$ cat src/common/sprite_pkg.sv
package sprite_pkg;

    // Bus word address, line buffer index and line number widths
    localparam int BUS_ADDR_W    = 15;
    localparam int LINEBUF_IDX_W = 10;
    localparam int LINE_IDX_W    = 9;

    // Sprite collision mask width
    localparam int COLL_W        = 4;

    ////////////////////////////////////////////////////////////
    // Attribute word with two views selected by the index LSB
    ////////////////////////////////////////////////////////////
    typedef union packed {
        // Select 0
        struct packed {
            logic [5:0]  rsvd_hi;
            logic [9:0]  x;
            logic        mode;
            logic [2:0]  rsvd_lo;
            logic [11:0] addr;
        } lo;

        // Select 1
        struct packed {
            logic [1:0]  height;
            logic [1:0]  width;
            logic [3:0]  pal_offset;
            logic [3:0]  coll_mask;
            logic [1:0]  z;
            logic        vflip;
            logic        hflip;
            logic [5:0]  rsvd;
            logic [9:0]  y;
        } hi;
    } sprite_attr_u;

    // Size code to index of the last pixel
    function automatic logic [5:0] size_last_pixel(input logic [1:0] code);
        logic [5:0] last;
        case (code)
            2'd0:    last = 6'd7;
            2'd1:    last = 6'd15;
            2'd2:    last = 6'd31;
            default: last = 6'd63;
        endcase
        return last;
    endfunction

endpackage

$ cat src/design/collision_tracker.sv
`timescale 1ns/1ps

module collision_tracker import sprite_pkg::*; (
    input  logic              clk,
    input  logic              rst,
    input  logic              frame_done,
    input  logic              render_valid,
    input  logic [COLL_W-1:0] pixel_collision,
    output logic [COLL_W-1:0] collisions,
    output logic              sprcol_irq
);

    logic [COLL_W-1:0] frame_acc_r;

    assign sprcol_irq = frame_done && (frame_acc_r != '0);

    always_ff @(posedge clk or posedge rst) begin
        if (rst) begin
            frame_acc_r <= '0;
            collisions  <= '0;
        end else if (frame_done) begin
            // Publish and start a new frame
            collisions  <= frame_acc_r;
            frame_acc_r <= '0;
        end else if (render_valid) begin
            frame_acc_r <= frame_acc_r | pixel_collision;
        end
    end

endmodule

$ cat src/design/sprite_renderer.sv
`timescale 1ns/1ps

module sprite_renderer import sprite_pkg::*; #(
    parameter int SPRITE_IDX_W = 7,
    parameter int VISIBLE_W    = 640
) (
    input  logic                     clk,
    input  logic                     rst,

    // Composer
    input  logic [LINE_IDX_W-1:0]    line_idx,
    input  logic                     line_render_start,
    input  logic                     frame_done,

    // Video memory bus
    output logic [BUS_ADDR_W-1:0]    bus_addr,
    output logic                     bus_strobe,
    input  logic [31:0]              bus_rddata,
    input  logic                     bus_ack,

    // Attribute RAM
    output logic [SPRITE_IDX_W:0]    sprite_idx,
    input  sprite_attr_u             sprite_attr,

    // Line buffer
    output logic [LINEBUF_IDX_W-1:0] linebuf_rdidx,
    input  logic [15:0]              linebuf_rddata,
    output logic [LINEBUF_IDX_W-1:0] linebuf_wridx,
    output logic [15:0]              linebuf_wrdata,
    output logic                     linebuf_wren,

    // Collision status
    output logic [COLL_W-1:0]        collisions,
    output logic                     sprcol_irq
);

    // Latched sprite fields
    logic                     start_render;
    logic [11:0]              spr_addr;
    logic                     spr_mode;
    logic [LINEBUF_IDX_W-1:0] spr_x;
    logic [5:0]               spr_line;
    logic                     spr_hflip;
    logic [1:0]               spr_z;
    logic [COLL_W-1:0]        spr_coll_mask;
    logic [3:0]               spr_pal_offset;
    logic [1:0]               spr_width;

    // Renderer to pixel path
    logic                     render_busy;
    logic [31:0]              render_word;
    logic [2:0]               pix_pos;
    logic                     render_pixel;
    logic                     render_valid;
    logic [COLL_W-1:0]        pixel_collision;

    sprite_search #(
        .SPRITE_IDX_W (SPRITE_IDX_W)
    ) u_sprite_search (
        .clk               (clk),
        .rst               (rst),
        .line_idx          (line_idx),
        .line_render_start (line_render_start),
        .sprite_attr       (sprite_attr),
        .render_busy       (render_busy),
        .sprite_idx        (sprite_idx),
        .start_render      (start_render),
        .spr_addr          (spr_addr),
        .spr_mode          (spr_mode),
        .spr_x             (spr_x),
        .spr_line          (spr_line),
        .spr_hflip         (spr_hflip),
        .spr_z             (spr_z),
        .spr_coll_mask     (spr_coll_mask),
        .spr_pal_offset    (spr_pal_offset),
        .spr_width         (spr_width)
    );

    line_render u_line_render (
        .clk               (clk),
        .rst               (rst),
        .line_render_start (line_render_start),
        .start_render      (start_render),
        .spr_addr          (spr_addr),
        .spr_mode          (spr_mode),
        .spr_x             (spr_x),
        .spr_line          (spr_line),
        .spr_hflip         (spr_hflip),
        .spr_width         (spr_width),
        .bus_rddata        (bus_rddata),
        .bus_ack           (bus_ack),
        .render_pixel      (render_pixel),
        .bus_addr          (bus_addr),
        .bus_strobe        (bus_strobe),
        .render_busy       (render_busy),
        .render_word       (render_word),
        .pix_pos           (pix_pos),
        .linebuf_rdidx     (linebuf_rdidx),
        .linebuf_wridx     (linebuf_wridx),
        .linebuf_wren      (linebuf_wren),
        .render_valid      (render_valid)
    );

    pixel_compose #(
        .VISIBLE_W (VISIBLE_W)
    ) u_pixel_compose (
        .render_word     (render_word),
        .pix_pos         (pix_pos),
        .spr_mode        (spr_mode),
        .spr_z           (spr_z),
        .spr_coll_mask   (spr_coll_mask),
        .spr_pal_offset  (spr_pal_offset),
        .linebuf_rddata  (linebuf_rddata),
        .linebuf_wridx   (linebuf_wridx),
        .linebuf_wrdata  (linebuf_wrdata),
        .render_pixel    (render_pixel),
        .pixel_collision (pixel_collision)
    );

    collision_tracker u_collision_tracker (
        .clk             (clk),
        .rst             (rst),
        .frame_done      (frame_done),
        .render_valid    (render_valid),
        .pixel_collision (pixel_collision),
        .collisions      (collisions),
        .sprcol_irq      (sprcol_irq)
    );

endmodule

$ cat src/line_render/line_render.sv
`timescale 1ns/1ps

module line_render import sprite_pkg::*; (
    input  logic                     clk,
    input  logic                     rst,
    input  logic                     line_render_start,
    input  logic                     start_render,
    input  logic [11:0]              spr_addr,
    input  logic                     spr_mode,
    input  logic [LINEBUF_IDX_W-1:0] spr_x,
    input  logic [5:0]               spr_line,
    input  logic                     spr_hflip,
    input  logic [1:0]               spr_width,
    input  logic [31:0]              bus_rddata,
    input  logic                     bus_ack,
    input  logic                     render_pixel,
    output logic [BUS_ADDR_W-1:0]    bus_addr,
    output logic                     bus_strobe,
    output logic                     render_busy,
    output logic [31:0]              render_word,
    output logic [2:0]               pix_pos,
    output logic [LINEBUF_IDX_W-1:0] linebuf_rdidx,
    output logic [LINEBUF_IDX_W-1:0] linebuf_wridx,
    output logic                     linebuf_wren,
    output logic                     render_valid
);

    localparam logic [1:0] R_IDLE       = 2'd0;
    localparam logic [1:0] R_WAIT_FETCH = 2'd1;
    localparam logic [1:0] R_RENDER     = 2'd2;

    logic [1:0]               state_r, state_next;
    logic [5:0]               xcnt_r, xcnt_next;
    logic [LINEBUF_IDX_W-1:0] idx_r, idx_next;
    logic                     strobe_r, strobe_next;
    logic                     fetch;

    logic [5:0]               width_last;
    logic [5:0]               flip_next;
    logic [2:0]               word_shift;
    logic [5:0]               word_sel;
    logic [5:0]               word_mask;
    logic [BUS_ADDR_W-1:0]    line_off;
    logic [BUS_ADDR_W-1:0]    line_addr;
    logic                     word_end;

    ////////////////////////////////////////////////////////////
    // Word address of the next pixel
    ////////////////////////////////////////////////////////////
    assign width_last = size_last_pixel(spr_width);
    assign flip_next  = spr_hflip ? ~xcnt_next : xcnt_next;
    assign pix_pos    = spr_hflip ? ~xcnt_r[2:0] : xcnt_r[2:0];

    // Words per sprite line are 2^(width + mode)
    assign word_shift = {1'b0, spr_width} + {2'b0, spr_mode};
    assign word_sel   = spr_mode ? {2'b0, flip_next[5:2]} : {3'b0, flip_next[5:3]};
    assign word_mask  = spr_mode ? width_last >> 2 : width_last >> 3;
    assign line_off   = BUS_ADDR_W'(spr_line) << word_shift;
    assign line_addr  = {spr_addr, 3'b0} + (line_off | BUS_ADDR_W'(word_sel & word_mask));

    // Last pixel of the held word
    assign word_end   = spr_mode ? (xcnt_r[1:0] == 2'd3) : (xcnt_r[2:0] == 3'd7);

    always_comb begin
        state_next  = state_r;
        xcnt_next   = xcnt_r;
        idx_next    = idx_r;
        strobe_next = strobe_r;
        fetch       = 1'b0;

        case (state_r)
            R_IDLE: begin
                if (start_render) begin
                    idx_next    = spr_x;
                    fetch       = 1'b1;
                    strobe_next = 1'b1;
                    state_next  = R_WAIT_FETCH;
                end
            end

            R_WAIT_FETCH: begin
                if (bus_ack) begin
                    strobe_next = 1'b0;
                    state_next  = R_RENDER;
                end
            end

            R_RENDER: begin
                xcnt_next = xcnt_r + 6'd1;
                idx_next  = idx_r + 1'b1;
                if (word_end) begin
                    if (xcnt_r == width_last) begin
                        xcnt_next  = 6'd0;
                        state_next = R_IDLE;
                    end else begin
                        fetch       = 1'b1;
                        strobe_next = 1'b1;
                        state_next  = R_WAIT_FETCH;
                    end
                end
            end

            default: begin
                state_next = R_IDLE;
            end
        endcase

        // Abort on a new line
        if (line_render_start) begin
            state_next  = R_IDLE;
            xcnt_next   = 6'd0;
            strobe_next = 1'b0;
        end
    end

    always_ff @(posedge clk or posedge rst) begin
        if (rst) begin
            state_r  <= R_IDLE;
            xcnt_r   <= 6'd0;
            idx_r    <= '0;
            strobe_r <= 1'b0;
        end else begin
            state_r  <= state_next;
            xcnt_r   <= xcnt_next;
            idx_r    <= idx_next;
            strobe_r <= strobe_next;
        end
    end

    always_ff @(posedge clk) begin
        if (fetch) begin
            bus_addr <= line_addr;
        end
        if (state_r == R_WAIT_FETCH && bus_ack) begin
            render_word <= bus_rddata;
        end
    end

    // Strobe drops in the ack cycle
    assign bus_strobe    = strobe_r && !bus_ack;
    assign linebuf_rdidx = idx_next;
    assign linebuf_wridx = idx_r;
    assign render_valid  = state_r == R_RENDER;
    assign linebuf_wren  = render_valid && render_pixel;
    assign render_busy   = start_render || (state_r != R_IDLE);

endmodule

$ cat src/line_render/pixel_compose.sv
`timescale 1ns/1ps

module pixel_compose import sprite_pkg::*; #(
    parameter int VISIBLE_W = 640
) (
    input  logic [31:0]              render_word,
    input  logic [2:0]               pix_pos,
    input  logic                     spr_mode,
    input  logic [1:0]               spr_z,
    input  logic [COLL_W-1:0]        spr_coll_mask,
    input  logic [3:0]               spr_pal_offset,
    input  logic [15:0]              linebuf_rddata,
    input  logic [LINEBUF_IDX_W-1:0] linebuf_wridx,
    output logic [15:0]              linebuf_wrdata,
    output logic                     render_pixel,
    output logic [COLL_W-1:0]        pixel_collision
);

    logic [7:0]        byte_4bpp;
    logic [3:0]        nibble;
    logic [7:0]        byte_8bpp;
    logic [7:0]        color;
    logic              opaque;
    logic              dest_clear;
    logic [COLL_W-1:0] dest_mask;

    // High nibble is the left pixel of each byte
    assign byte_4bpp = render_word[8 * pix_pos[2:1] +: 8];
    assign nibble    = pix_pos[0] ? byte_4bpp[3:0] : byte_4bpp[7:4];
    assign byte_8bpp = render_word[8 * pix_pos[1:0] +: 8];

    always_comb begin
        if (spr_mode) begin
            color = byte_8bpp;
        end else if (nibble != 4'd0) begin
            color = {spr_pal_offset, nibble};
        end else begin
            color = 8'd0;
        end
    end

    assign opaque     = color != 8'd0;
    assign dest_clear = linebuf_rddata[7:0] == 8'd0;
    assign dest_mask  = linebuf_rddata[15 -: COLL_W];

    // Depth test against the pixel already in the line buffer
    assign render_pixel   = opaque && ((spr_z > linebuf_rddata[9:8]) || dest_clear);
    assign linebuf_wrdata = {dest_mask | spr_coll_mask, 2'b00, spr_z, color};

    // Only the visible window counts
    assign pixel_collision = (opaque && spr_coll_mask != '0 && linebuf_wridx < VISIBLE_W) ?
                             (dest_mask & ~spr_coll_mask) : '0;

endmodule

$ cat src/sprite_search/sprite_search.sv
`timescale 1ns/1ps

module sprite_search import sprite_pkg::*; #(
    parameter int SPRITE_IDX_W = 7
) (
    input  logic                     clk,
    input  logic                     rst,
    input  logic [LINE_IDX_W-1:0]    line_idx,
    input  logic                     line_render_start,
    input  sprite_attr_u             sprite_attr,
    input  logic                     render_busy,
    output logic [SPRITE_IDX_W:0]    sprite_idx,
    output logic                     start_render,
    output logic [11:0]              spr_addr,
    output logic                     spr_mode,
    output logic [LINEBUF_IDX_W-1:0] spr_x,
    output logic [5:0]               spr_line,
    output logic                     spr_hflip,
    output logic [1:0]               spr_z,
    output logic [COLL_W-1:0]        spr_coll_mask,
    output logic [3:0]               spr_pal_offset,
    output logic [1:0]               spr_width
);

    localparam logic [1:0] S_FIND  = 2'd0;
    localparam logic [1:0] S_START = 2'd1;
    localparam logic [1:0] S_DONE  = 2'd3;

    logic [1:0]            state_r, state_next;
    logic [SPRITE_IDX_W:0] slot_r, slot_next;
    logic                  start_next;
    logic                  save_hi;
    logic                  save_lo;

    logic [5:0]            height_last;
    logic [9:0]            ydiff;
    logic                  on_line;
    logic                  enabled;
    logic [5:0]            line_sel;

    // Hi view in FIND, lo view in START
    assign sprite_idx = {slot_r[SPRITE_IDX_W-1:0], state_r != S_START};

    ////////////////////////////////////////////////////////////
    // Line range test on the hi view
    ////////////////////////////////////////////////////////////
    assign height_last = size_last_pixel(sprite_attr.hi.height);
    assign ydiff       = 10'(line_idx) - sprite_attr.hi.y;
    // Lines above y wrap to a large difference
    assign on_line     = ydiff <= {4'b0, height_last};
    assign enabled     = sprite_attr.hi.z != 2'd0;
    assign line_sel    = sprite_attr.hi.vflip ? height_last - ydiff[5:0] : ydiff[5:0];

    always_comb begin
        state_next = state_r;
        slot_next  = slot_r;
        start_next = 1'b0;
        save_hi    = 1'b0;
        save_lo    = 1'b0;

        case (state_r)
            S_FIND: begin
                if (slot_r[SPRITE_IDX_W]) begin
                    state_next = S_DONE;
                end else if (enabled && on_line) begin
                    // Hold the hit until the renderer is free
                    if (!render_busy) begin
                        save_hi    = 1'b1;
                        state_next = S_START;
                    end
                end else begin
                    slot_next = slot_r + 1'b1;
                end
            end

            S_START: begin
                save_lo    = 1'b1;
                start_next = 1'b1;
                slot_next  = slot_r + 1'b1;
                state_next = S_FIND;
            end

            default: begin
            end
        endcase

        // New line restarts at slot 0
        if (line_render_start) begin
            state_next = S_FIND;
            slot_next  = '0;
            start_next = 1'b0;
        end
    end

    always_ff @(posedge clk or posedge rst) begin
        if (rst) begin
            state_r      <= S_FIND;
            slot_r       <= '0;
            start_render <= 1'b0;
        end else begin
            state_r      <= state_next;
            slot_r       <= slot_next;
            start_render <= start_next;
        end
    end

    // Chosen sprite fields
    always_ff @(posedge clk) begin
        if (save_hi) begin
            spr_line       <= line_sel;
            spr_hflip      <= sprite_attr.hi.hflip;
            spr_z          <= sprite_attr.hi.z;
            spr_coll_mask  <= sprite_attr.hi.coll_mask;
            spr_pal_offset <= sprite_attr.hi.pal_offset;
            spr_width      <= sprite_attr.hi.width;
        end
        if (save_lo) begin
            spr_addr <= sprite_attr.lo.addr;
            spr_mode <= sprite_attr.lo.mode;
            spr_x    <= sprite_attr.lo.x;
        end
    end

endmodule

$ cat config.mk
export PLATFORM = sky130hd
export DESIGN_NAME = sprite_renderer
export DESIGN_NICKNAME = d
export VERILOG_FILES = /design/src/common/sprite_pkg.sv /design/src/design/collision_tracker.sv /design/src/design/sprite_renderer.sv /design/src/line_render/line_render.sv /design/src/line_render/pixel_compose.sv /design/src/sprite_search/sprite_search.sv
export SDC_FILE = /design/constraint.sdc
export NUM_CORES = 1
export LEC_CHECK = 0
export ABC_CLOCK_PERIOD_IN_PS = 8500
export BUFFER_PORTS_ARGS = -buffer_cell sky130_fd_sc_hd__buf_2
export CAP_MARGIN = 20
export CORE_UTILIZATION = 40
export CTS_BUF_LIST = sky130_fd_sc_hd__clkbuf_4 sky130_fd_sc_hd__clkbuf_8
export DETAILED_ROUTE_END_ITERATION = 10
export PLACE_DENSITY = 0.61
export SLEW_MARGIN = 10
export SYNTH_ARGS = -nofsm -noshare
export SYNTH_HDL_FRONTEND = slang
export SYNTH_HIERARCHICAL = 1
export SYNTH_SLANG_ARGS = --single-unit
export TNS_END_PERCENT = 5
$ cat constraint.sdc
create_clock -name clk -period 8.5 [get_ports clk]
set_input_delay 0.425 -clock clk [delete_from_list [all_inputs] [get_ports clk]]
set_output_delay 0.425 -clock clk [all_outputs]
set_load 0.02 [all_outputs]
==> results.txt, run 1 <==
Status - completed
Routed wire length - 16630 um
Final-report setup violation count - 0
Cells after synthesis - 615
Initial Util - 41.40%
Hold Buf Count CTS - 1
CP Capture Type - register
Crit-path cells - ha_1 > ha_1 > mux2_2 > a41o_1 > nor2_4 > xnor2_1 > o32ai_1 > ha_1 > inv_1 > fa_1 > nor2b_1 > o21ai_0 > a21o_1 > a31oi_1 > o311ai_0
Post-CTS Setup Bufs - 0
Die extent in x - 136.7 um
Largest net degree at the start of global routing - 34
Share of cells above drive strength 1 - 31.17%
Critical Path Start Type - register
Placeable Area - 17540 um^2
Clock Root Buffer - clkbuf_8
Clk_lat worst skew - 0.45 ns
Unique masters post-synth - 77
DRC - 0
Max layer used - met4
CTS tree - done
Resize count post-CTS - 0
Area leader, netlist - edfxtp_1
HP Start - bus_rddata[4]
Synth Area per Inst - 11.80 um^2
Worst path max stage delay - 0.45 ns
Num rows - 48
Minimum clock period - 3.953 ns
Pwr Total - 1595 uW
PD cells - 188.0 nW/um^2
R2r startpoint - u_line_render/xcnt_r[0]
Io pins - 160
Area share of the largest cell type after synthesis - 36.81%
Most used DFF post-synth - edfxtp_1
Sequential fraction of the synthesis area - 49.91%
Wire per inst - 16.66 um
CP most frequent cell - ha_1
WHS Path Cells - 1
Worst hold path class - input pin to register
Fillers - 1635
Met2 routed WL - 7639 um
GP Congestion - 0.8979
Worst-Margin Slew - 1.067 ns
Number of buffers created by CTS - 17
Post-Route M1 WL - 7630 um
Slew Limit Fails - 0
Multi-input gate area - 3239 um^2
Maximum root-to-sink buffer count - 2
Die area - 18690 um^2
Crit path arrival time - 4.12 ns
First drt pass iteration count - 4
Static leakage - 0.003548 uW
Worst setup path startpoint - u_line_render/xcnt_r[0]
Post-synth EDFFs - 89
Yosys reg bits - 127
Worst EP required - 8.67 ns
Gr usage total - 18.57%
Maximum VDD drop - 0.0001652 V
Setup TNS - 0 ns
Via count - 5345
R2R Path End - u_line_render/bus_addr[13]
Area contributors post-synth - edfxtp_1, dfrtp_1, ha_1, mux4_2, mux2i_1
Fin cells - 998
Clock Sinks - 127
Worst Hold End - u_line_render/render_word[4]
Reg2Reg Setup Slack - 4.55 ns
Synth Warn # - 6
RSZ-0062 raised after global routing - no
Die Y - 136.7 um
Number of instances in the placed design - 962
Register area - 3623 um^2
Grt ovf - 0
Vias per cell - 5.356
Post-Synthesis Cell Area - 7259 um^2
Ys async rst share - 29.92%
I/O Buffers - 152
Slowest cell on crit path - dfrtp_1
Period utilisation layout - 46.51%
Post-synthesis to final-layout area growth - 16.86%
DPL Wire Length - 12510 um
Fin. Hold Viols - 0
Met3 Wirelength - 1040 um
Max-Cap Viols - 0
Initial DRC Count - 298
CP max FO - 10
Slew headroom - 28.76%
Antenna Violating Nets Remaining - 0
Number of global-route vias before repair - 5249
Hold WS - 0.1405 ns
First-pass GRT wire length - 26300 um
# H-tree levels - 4
Clock skew - 0.01316 ns
Clock transition at the registers of the reported paths - 0.08 ns
Layout net count - 884
Crit Path Category - register to register
Peak Freq - 253.0 MHz
Antenna violations before repair - 3
FF-to-FF path depth - 15
worst max-delay path: cells and delay by family, from the launching register on:
| family | cells | cell delay [ns] |
|---|---|---|
| AND/OR/NAND/NOR | 2 | 0.26 |
| buffers and inverters | 1 | 0.06 |
| multiplexers | 1 | 0.26 |
| flip-flops | 1 | 0.45 |
| XOR/XNOR | 1 | 0.09 |
| adder cells (fa/ha/maj) | 4 | 1.08 |
| AO/OA/AOI/OAI | 6 | 1.47 |
per-layer routing:
metal  track usage, %  up-vias
met5                0        -
met4            7.469        0
met3            4.815       25
met2            28.82      173
met1            24.66     2537
li1                 -     2610
worst max path at each step:
stage | end | cells past startpoint
2_1_floorplan | u_sprite_search/spr_coll_mask[0] | 13
3_3_place_gp | u_sprite_search/spr_coll_mask[0] | 15
3_5_place_dp | u_sprite_search/spr_coll_mask[3] | 14
4_1_cts | u_line_render/bus_addr[13] | 15
5_1_grt | u_line_render/bus_addr[13] | 16
6_report | u_line_render/bus_addr[13] | 15
Yosys cell counts (all sizes together) (3+ instances only):
cell type,count
a21oi,42
nand4,6
o211ai,3
nand2,38
clkbuf,13
a22o,4
nor4b,4
mux2,13
or4,4
a21o,6
and2,4
a41oi,3
o311ai,6
inv,40
nand3,11
o21a,9
or2,5
buf,23
nor3,10
nor2,31
o21ai,30
nor2b,6
edfxtp,89
dfrtp,38
xor2,13
nand2b,4
xnor2,14
nor4,5
fa,3
nor4bb,6
ha,30
o22ai,16
mux2i,24
and3,5
mux4,12
or3,8
o22a,5
cell usage in the layout, fill, tap and decap left out, types with 17 or more instances in the layout:
master    Yosys  final
edfxtp_1     89     89
nor2_1       30     30
o21ai_0      20     20
ha_1         30     30
mux2i_1      24     24
nand2_1      38     38
buf_2         3    152
clkbuf_8      0     17
inv_1        39     39
a21oi_1      39     39
dfrtp_1      38     38
through the flow:
step           utilization, %  instance area [um^2]  worst slack, ns
2_1_floorplan               -                  7263            3.340
3_3_place_gp            46.16                  8095            4.551
3_5_place_dp            46.16                  8095            4.506
4_1_cts                 48.33                  8476            4.540
5_1_grt                 48.36                  8481            4.248
6_report                48.37                  8483            4.547
flip-flops by register name (all words and copies together), names as in the netlist:
register,count
u_line_render/render_word,32
u_line_render/bus_addr,15
u_sprite_search/spr_addr,12
u_line_render/linebuf_wridx,10
u_sprite_search/spr_x,10
u_sprite_search/slot_r,8
u_line_render/xcnt_r,6
u_sprite_search/spr_line,6
u_collision_tracker/collisions,4
u_collision_tracker/frame_acc_r,4
u_sprite_search/spr_coll_mask,4
u_sprite_search/spr_pal_offset,4
u_line_render/state_r,2
u_sprite_search/spr_width,2
u_sprite_search/spr_z,2
u_sprite_search/state_r,2
u_line_render/strobe_r,1
u_sprite_search/spr_hflip,1
u_sprite_search/spr_mode,1
u_sprite_search/start_render,1
power by group:
part           switching [uW]  internal, uW  total, uW
logic                     213           149        362
registers                46.5           699        745
clock network             255           233        488
total                     515          1080       1600
final cells by class:
type	instances	share of cell area (%)
Inverter	40	1.799
Clock inverter	15	1.608
Multi-Input combinational cell	413	38.19
Clock buffer	17	2.758
Tap cell	225	3.319
Sequential cell	127	42.71
Timing Repair Buffer	158	9.528
Antenna cell	3	0.08850
cell families after synthesis:
kind of cell             share of synthesized area [%]
other                                          0.05166
XOR/XNOR                                         3.258
multiplexers                                     9.256
AND/OR/NAND/NOR                                  11.62
AO/OA/AOI/OAI                                    14.20
flip-flops                                       49.91
buffers and inverters                            5.705
adder cells (fa/ha/maj)                          5.998
Power figures use the tool's default switching activity.
==> run 2, diff against run 1 <==
--- a/config.mk
+++ b/config.mk
@@ -5,13 +5,13 @@
 export SDC_FILE = /design/constraint.sdc
 export NUM_CORES = 1
 export LEC_CHECK = 0
-export ABC_CLOCK_PERIOD_IN_PS = 8500
+export ABC_CLOCK_PERIOD_IN_PS = 3300
 export BUFFER_PORTS_ARGS = -buffer_cell sky130_fd_sc_hd__buf_2
 export CAP_MARGIN = 20
 export CORE_UTILIZATION = 40
 export CTS_BUF_LIST = sky130_fd_sc_hd__clkbuf_4 sky130_fd_sc_hd__clkbuf_8
 export DETAILED_ROUTE_END_ITERATION = 10
-export PLACE_DENSITY = 0.61
+export PLACE_DENSITY = 0.63
 export SLEW_MARGIN = 10
 export SYNTH_ARGS = -nofsm -noshare
 export SYNTH_HDL_FRONTEND = slang
==> constraint.sdc (replaced) <==
create_clock -name clk -period 3.3 [get_ports clk]
set_input_delay 0.165 -clock clk [delete_from_list [all_inputs] [get_ports clk]]
set_output_delay 0.165 -clock clk [all_outputs]
set_load 0.02 [all_outputs]
==> results.txt, run 2 (synthesis results as in run 1) <==
Maximum root-to-sink buffer count - 2
Wire per inst - 16.26 um
Crit-path cells - ha_4 > ha_4 > mux2_2 > a41o_1 > nor2_4 > xnor2_2 > o32ai_2 > ha_2 > inv_2 > fa_2 > nor2b_2 > o21ai_2 > a21o_1 > a31oi_4 > nand4b_1 > o311ai_1
Crit path arrival time - 3.65 ns
First drt pass iteration count - 5
Number of buffers created by CTS - 17
Violated checks - negative setup slack
Clock power share - 32.9%
FF-to-FF path depth - 16
Die Y - 136.7 um
Peak Freq - 294.2 MHz
Die extent in x - 136.7 um
CP most frequent cell - ha_4
CP Capture Type - register
First-pass GRT wire length - 28270 um
Reg power frac - 43.3%
Period utilisation layout - 103.0%
Worst EP required - 3.55 ns
I/O Buffers - 152
Cell internal pwr - 3118 uW
Crit path buf inv count - 1
Max reg flops - 32
Grt ovf - 0
Initial DRC Count - 362
Slew Limit Fails - 0
Worst-Margin Slew - 0.8012 ns
Biggest regs - u_line_render/render_word x32, u_line_render/bus_addr x15, u_sprite_search/spr_addr x12
Gr usage total - 19.75%
Layout net count - 989
HP Start - frame_done
Routed wire length - 17900 um
GP Congestion - 0.9263
WHS Path Cells - 2
Post-synthesis to final-layout area growth - 33.68%
Final-report setup violation count - 4
Status - complete, but fails checks
Commonest non-fill, non-tap cell in the layout - buf_2
Worst hold path class - input pin to register
Antenna violations before repair - 1
Minimum clock period - 3.399 ns
DRC - 0
PD cells - 457.3 nW/um^2
Placeable Area - 17540 um^2
Share of cells above drive strength 1 - 36.00%
CP max FO - 4
# H-tree levels - 4
Reg2Reg Setup Slack - -0.1 ns
Sw frac - 29.73%
R2r startpoint - u_line_render/xcnt_r[0]
CP Depth - 16
Slowest cell on crit path - dfrtp_1
RSZ-0062 raised after global routing - yes
Most frequent cells in the layout - buf_2, edfxtp_1, dlygate4sd3_1
Critical Path Start Type - register
Cell family with most CP delay - compound AO/OA/AOI/OAI gates
Io pins - 160
Final setup margin - -0.09923 ns
Antenna Violating Nets Remaining - 0
Die area - 18690 um^2
Clock skew - 0.01496 ns
Num rows - 48
Max-Cap Viols - 0
Clock Sinks - 127
CTS tree - done
Vias per cell - 5.280
Clock transition at the registers of the reported paths - 0.07 ns
Static leakage - 0.004101 uW
Largest net degree at the start of global routing - 34
Maximum VDD drop - 0.0003800 V
R2R Path End - u_line_render/bus_addr[13]
Pwr Total - 4437 uW
Clock Root Buffer - clkbuf_8
Hold WS - 0.02972 ns
Top reg by flops - u_line_render/render_word
Initial Util - 41.40%
Worst path max stage delay - 0.42 ns
DP Worst Slack - -0.09143 ns
DPL Wire Length - 13030 um
Via count - 5813
Crit Path Category - register to register
Number of global-route vias before repair - 5785
Gate power share - 23.8%
Worst Hold End - u_collision_tracker/frame_acc_r[3]
Slew headroom - 46.53%
Fin. Hold Viols - 0
Switching pwr - 1319 uW
Clk_lat worst skew - 0.45 ns
run 2: metal layers:
metal / up-vias / GRT usage, % / wire, um
met2: 190 / 33.14 / 8940
li1: 2818 / - / -
met1: 2790 / 24.86 / 7801
met3: 15 / 4.815 / 973
met5: - / 0 / 0
met4: 0 / 6.543 / 182
run 2: repair_timing:
action | CTS | global route
endpoints found under the setup margin | 8 | 10
pin swaps | 4 | 10
cloned | 0 | 0
hold endpoints to repair | 105 | 0
buffers inserted | 6 | 3
hold buffers | 59 | 0
resized for setup | 7 | 8
run 2: final cells by class:
type,instances,area [um^2]
fillers,1515,7833
flip-flops and latches,127,3623
multi-input cells,413,3446
repair buffers,263,1762
well taps,225,281.5
clock buffers,19,249.0
clock inverters,13,185.2
inverters,40,155.1
diodes,1,2.502
run 2: per-stage QoR:
step | area, um^2 | setup TNS [ns] | utilization [%] | instances
after global routing | 9704 | -0.8682 | 55.34 | 1101
after detailed placement | 8518 | -1.070 | 48.57 | 1000
after CTS | 9637 | -0.07689 | 54.95 | 1097
after global placement | 8518 | -0.01650 | 48.57 | 1000
final | 9704 | -0.1980 | 55.34 | 1101
after floorplan | 7412 | -0.5352 | - | 616
run 2: power by group through the flow:
stage	logic [uW]	clock network, uW	registers [uW]
2_1_floorplan	601	0	2000
3_3_place_gp	963	0	1940
3_5_place_dp	982	0	1950
4_1_cts	1050	1500	1920
5_1_grt	1160	1570	1930
6_report	1060	1460	1920
run 2: worst register-to-register path, stage by stage, from the launching register on:
cell,delay [ns]
dfrtp_1,0.42
ha_4,0.19
ha_4,0.16
mux2_2,0.25
a41o_1,0.26
nor2_4,0.15
xnor2_2,0.08
o32ai_2,0.25
ha_2,0.22
inv_2,0.04
fa_2,0.34
nor2b_2,0.13
o21ai_2,0.07
a21o_1,0.21
a31oi_4,0.20
nand4b_1,0.13
o311ai_1,0.09
run 2: worst max-delay path by stage:
| stage | start | end |
|---|---|---|
| 2_1_floorplan | u_line_render/xcnt_r[0] | u_line_render/bus_addr[13] |
| 3_3_place_gp | u_line_render/xcnt_r[1] | u_line_render/bus_addr[13] |
| 3_5_place_dp | u_line_render/xcnt_r[1] | u_line_render/bus_addr[13] |
| 4_1_cts | u_line_render/xcnt_r[0] | linebuf_wren |
| 5_1_grt | u_line_render/xcnt_r[0] | u_line_render/bus_addr[13] |
| 6_report | u_line_render/xcnt_r[0] | u_line_render/bus_addr[13] |
==> run 3, diff against run 2 <==
--- a/config.mk
+++ b/config.mk
@@ -11,7 +11,7 @@
 export CORE_UTILIZATION = 40
 export CTS_BUF_LIST = sky130_fd_sc_hd__clkbuf_4 sky130_fd_sc_hd__clkbuf_8
 export DETAILED_ROUTE_END_ITERATION = 10
-export PLACE_DENSITY = 0.63
+export PLACE_DENSITY = 0.6
 export SLEW_MARGIN = 10
 export SYNTH_ARGS = -nofsm -noshare
 export SYNTH_HDL_FRONTEND = slang
==> results.txt, run 3 (synthesis results as in run 1) <==
Status - complete, but fails checks
Violated checks - negative setup slack
Clk_lat worst skew - 0.44 ns
Static leakage - 0.004086 uW
Die extent in x - 136.7 um
GP Congestion - 0.9036
Largest net degree at the start of global routing - 34
Vias per cell - 5.226
Slew Limit Fails - 0
Reg2Reg Setup Slack - -0.06 ns
Die area - 18690 um^2
Max reg flops - 32
Slew headroom - 50.07%
Worst path max stage delay - 0.42 ns
Antenna violations before repair - 0
Crit Path Category - register to register
Clock transition at the registers of the reported paths - 0.08 ns
Initial Util - 41.40%
CP Capture Type - register
Routed wire length - 17570 um
Critical Path Start Type - register
First-pass GRT wire length - 27570 um
First drt pass iteration count - 4
Clock Sinks - 127
Commonest non-fill, non-tap cell in the layout - buf_2
Worst hold path class - input pin to register
PD cells - 440.1 nW/um^2
Num rows - 48
I/O Buffers - 152
Period utilisation layout - 101.7%
Layout net count - 993
Top reg by flops - u_line_render/render_word
Number of global-route vias before repair - 5634
Via count - 5769
Maximum VDD drop - 0.0004086 V
DPL Wire Length - 12890 um
Share of cells above drive strength 1 - 36.18%
Crit path arrival time - 3.55 ns
Most frequent cells in the layout - buf_2, edfxtp_1, dlygate4sd3_1
CP most frequent cell - ha_4
Initial DRC Count - 303
Fin util - 55.23%
Diode count - 0
CTS tree - done
Clock Root Buffer - clkbuf_8
Worst-Margin Slew - 0.7481 ns
Placeable Area - 17540 um^2
DRC - 0
Maximum root-to-sink buffer count - 2
Antenna Violating Nets Remaining - 0
Pwr Total - 4263 uW
Grt ovf - 0
Crit-path cells - ha_4 > ha_4 > mux2_2 > a41o_1 > nor2_4 > xnor2_2 > o32ai_2 > ha_2 > inv_2 > fa_2 > nor2b_1 > o21ai_2 > a21o_1 > a31oi_4 > buf_6 > xor2_1
Biggest regs - u_line_render/render_word x32, u_line_render/bus_addr x15, u_sprite_search/spr_addr x12
Wire per inst - 15.91 um
Fillers - 1501
RSZ-0062 raised after global routing - yes
Die Y - 136.7 um
# H-tree levels - 4
Number of instances in the placed design - 1002
Clock skew - 0.01367 ns
Minimum clock period - 3.357 ns
Number of buffers created by CTS - 17
Gr usage total - 19.27%
Fin cells - 1104
Final-report setup violation count - 4
Post-synthesis to final-layout area growth - 33.42%
CP max FO - 3
Slowest cell on crit path - dfrtp_1
Peak Freq - 297.8 MHz
Io pins - 160
Fin. Hold Viols - 0
Max-Cap Viols - 0
Worst EP required - 3.49 ns
Final setup margin - -0.05742 ns
## run 3: routing by layer
metal  global-route usage [%]  share of wire, %  vias to the layer above
met5                        0                 0                        -
met4                    6.049               1.7                        0
met3                    5.296               5.8                       20
met2                    30.94                47                      177
met1                    25.18                45                     2750
li1                         -                 -                     2822
## run 3: worst max-delay path: cells and delay by family (launching register included)
kind,cells,cell delay (ns)
AO/OA/AOI/OAI,5,0.95
AND/OR/NAND/NOR,2,0.28
flip-flops,1,0.42
XOR/XNOR,2,0.13
buffers and inverters,2,0.16
multiplexers,1,0.25
adder cells (fa/ha/maj),4,0.90
## run 3: what timing repair did
item	in CTS	in global routing
hold endpoints to repair	105	0
pin swaps	10	11
endpoints found under the setup margin	4	20
hold buffers	59	0
buffers inserted	8	3
gates resized for setup	9	5
## run 3: stage by stage
stage | cell area, um^2 | TNS (ns) | setup slack [ns] | hold slack (ns)
6_report | 9686 | -0.1204 | -0.05742 | 0.04536
5_1_grt | 9686 | -0.9191 | -0.2133 | 0.01729
4_1_cts | 9628 | -0.1396 | -0.04845 | 0.009082
3_5_place_dp | 8533 | -0.9169 | -0.1140 | 0.1784
3_3_place_gp | 8533 | -0.02045 | -0.01465 | 0.1806
2_1_floorplan | 7412 | -0.5352 | -0.03214 | -0.01934
## run 3: path summary, 6_finish.rpt
| path | from | endpoint | depth (start not counted) |
|---|---|---|---|
| setup / recovery | u_line_render/xcnt_r[1] | u_line_render/bus_addr[11] | 16 |
| hold / removal | bus_ack | u_line_render/state_r[0] | 3 |
| setup reg to reg | u_line_render/xcnt_r[1] | u_line_render/bus_addr[11] | 16 |
| hold reg to reg | u_collision_tracker/collisions[0] | u_collision_tracker/collisions[0] | 1 |
| max in group asynchronous | rst | u_line_render/linebuf_wridx[4] | 3 |
| min in group asynchronous | rst | u_collision_tracker/collisions[3] | 3 |
## run 3: power breakdown
group	total, uW	switching [uW]	internal (uW)	leakage (uW)
clock network	1290	671	614	0.000181
logic	1060	580	479	0.00259
registers	1920	120	1800	0.00131
## run 3: final cells by class
class	count	area [um^2]	area share, %
Timing Repair Buffer	267	1804	18.63
Clock buffer	17	234.0	2.416
Tap cell	225	281.5	2.907
Inverter	40	155.1	1.602
Clock inverter	15	147.6	1.524
Multi-Input combinational cell	413	3440	35.51
Sequential cell	127	3623	37.41
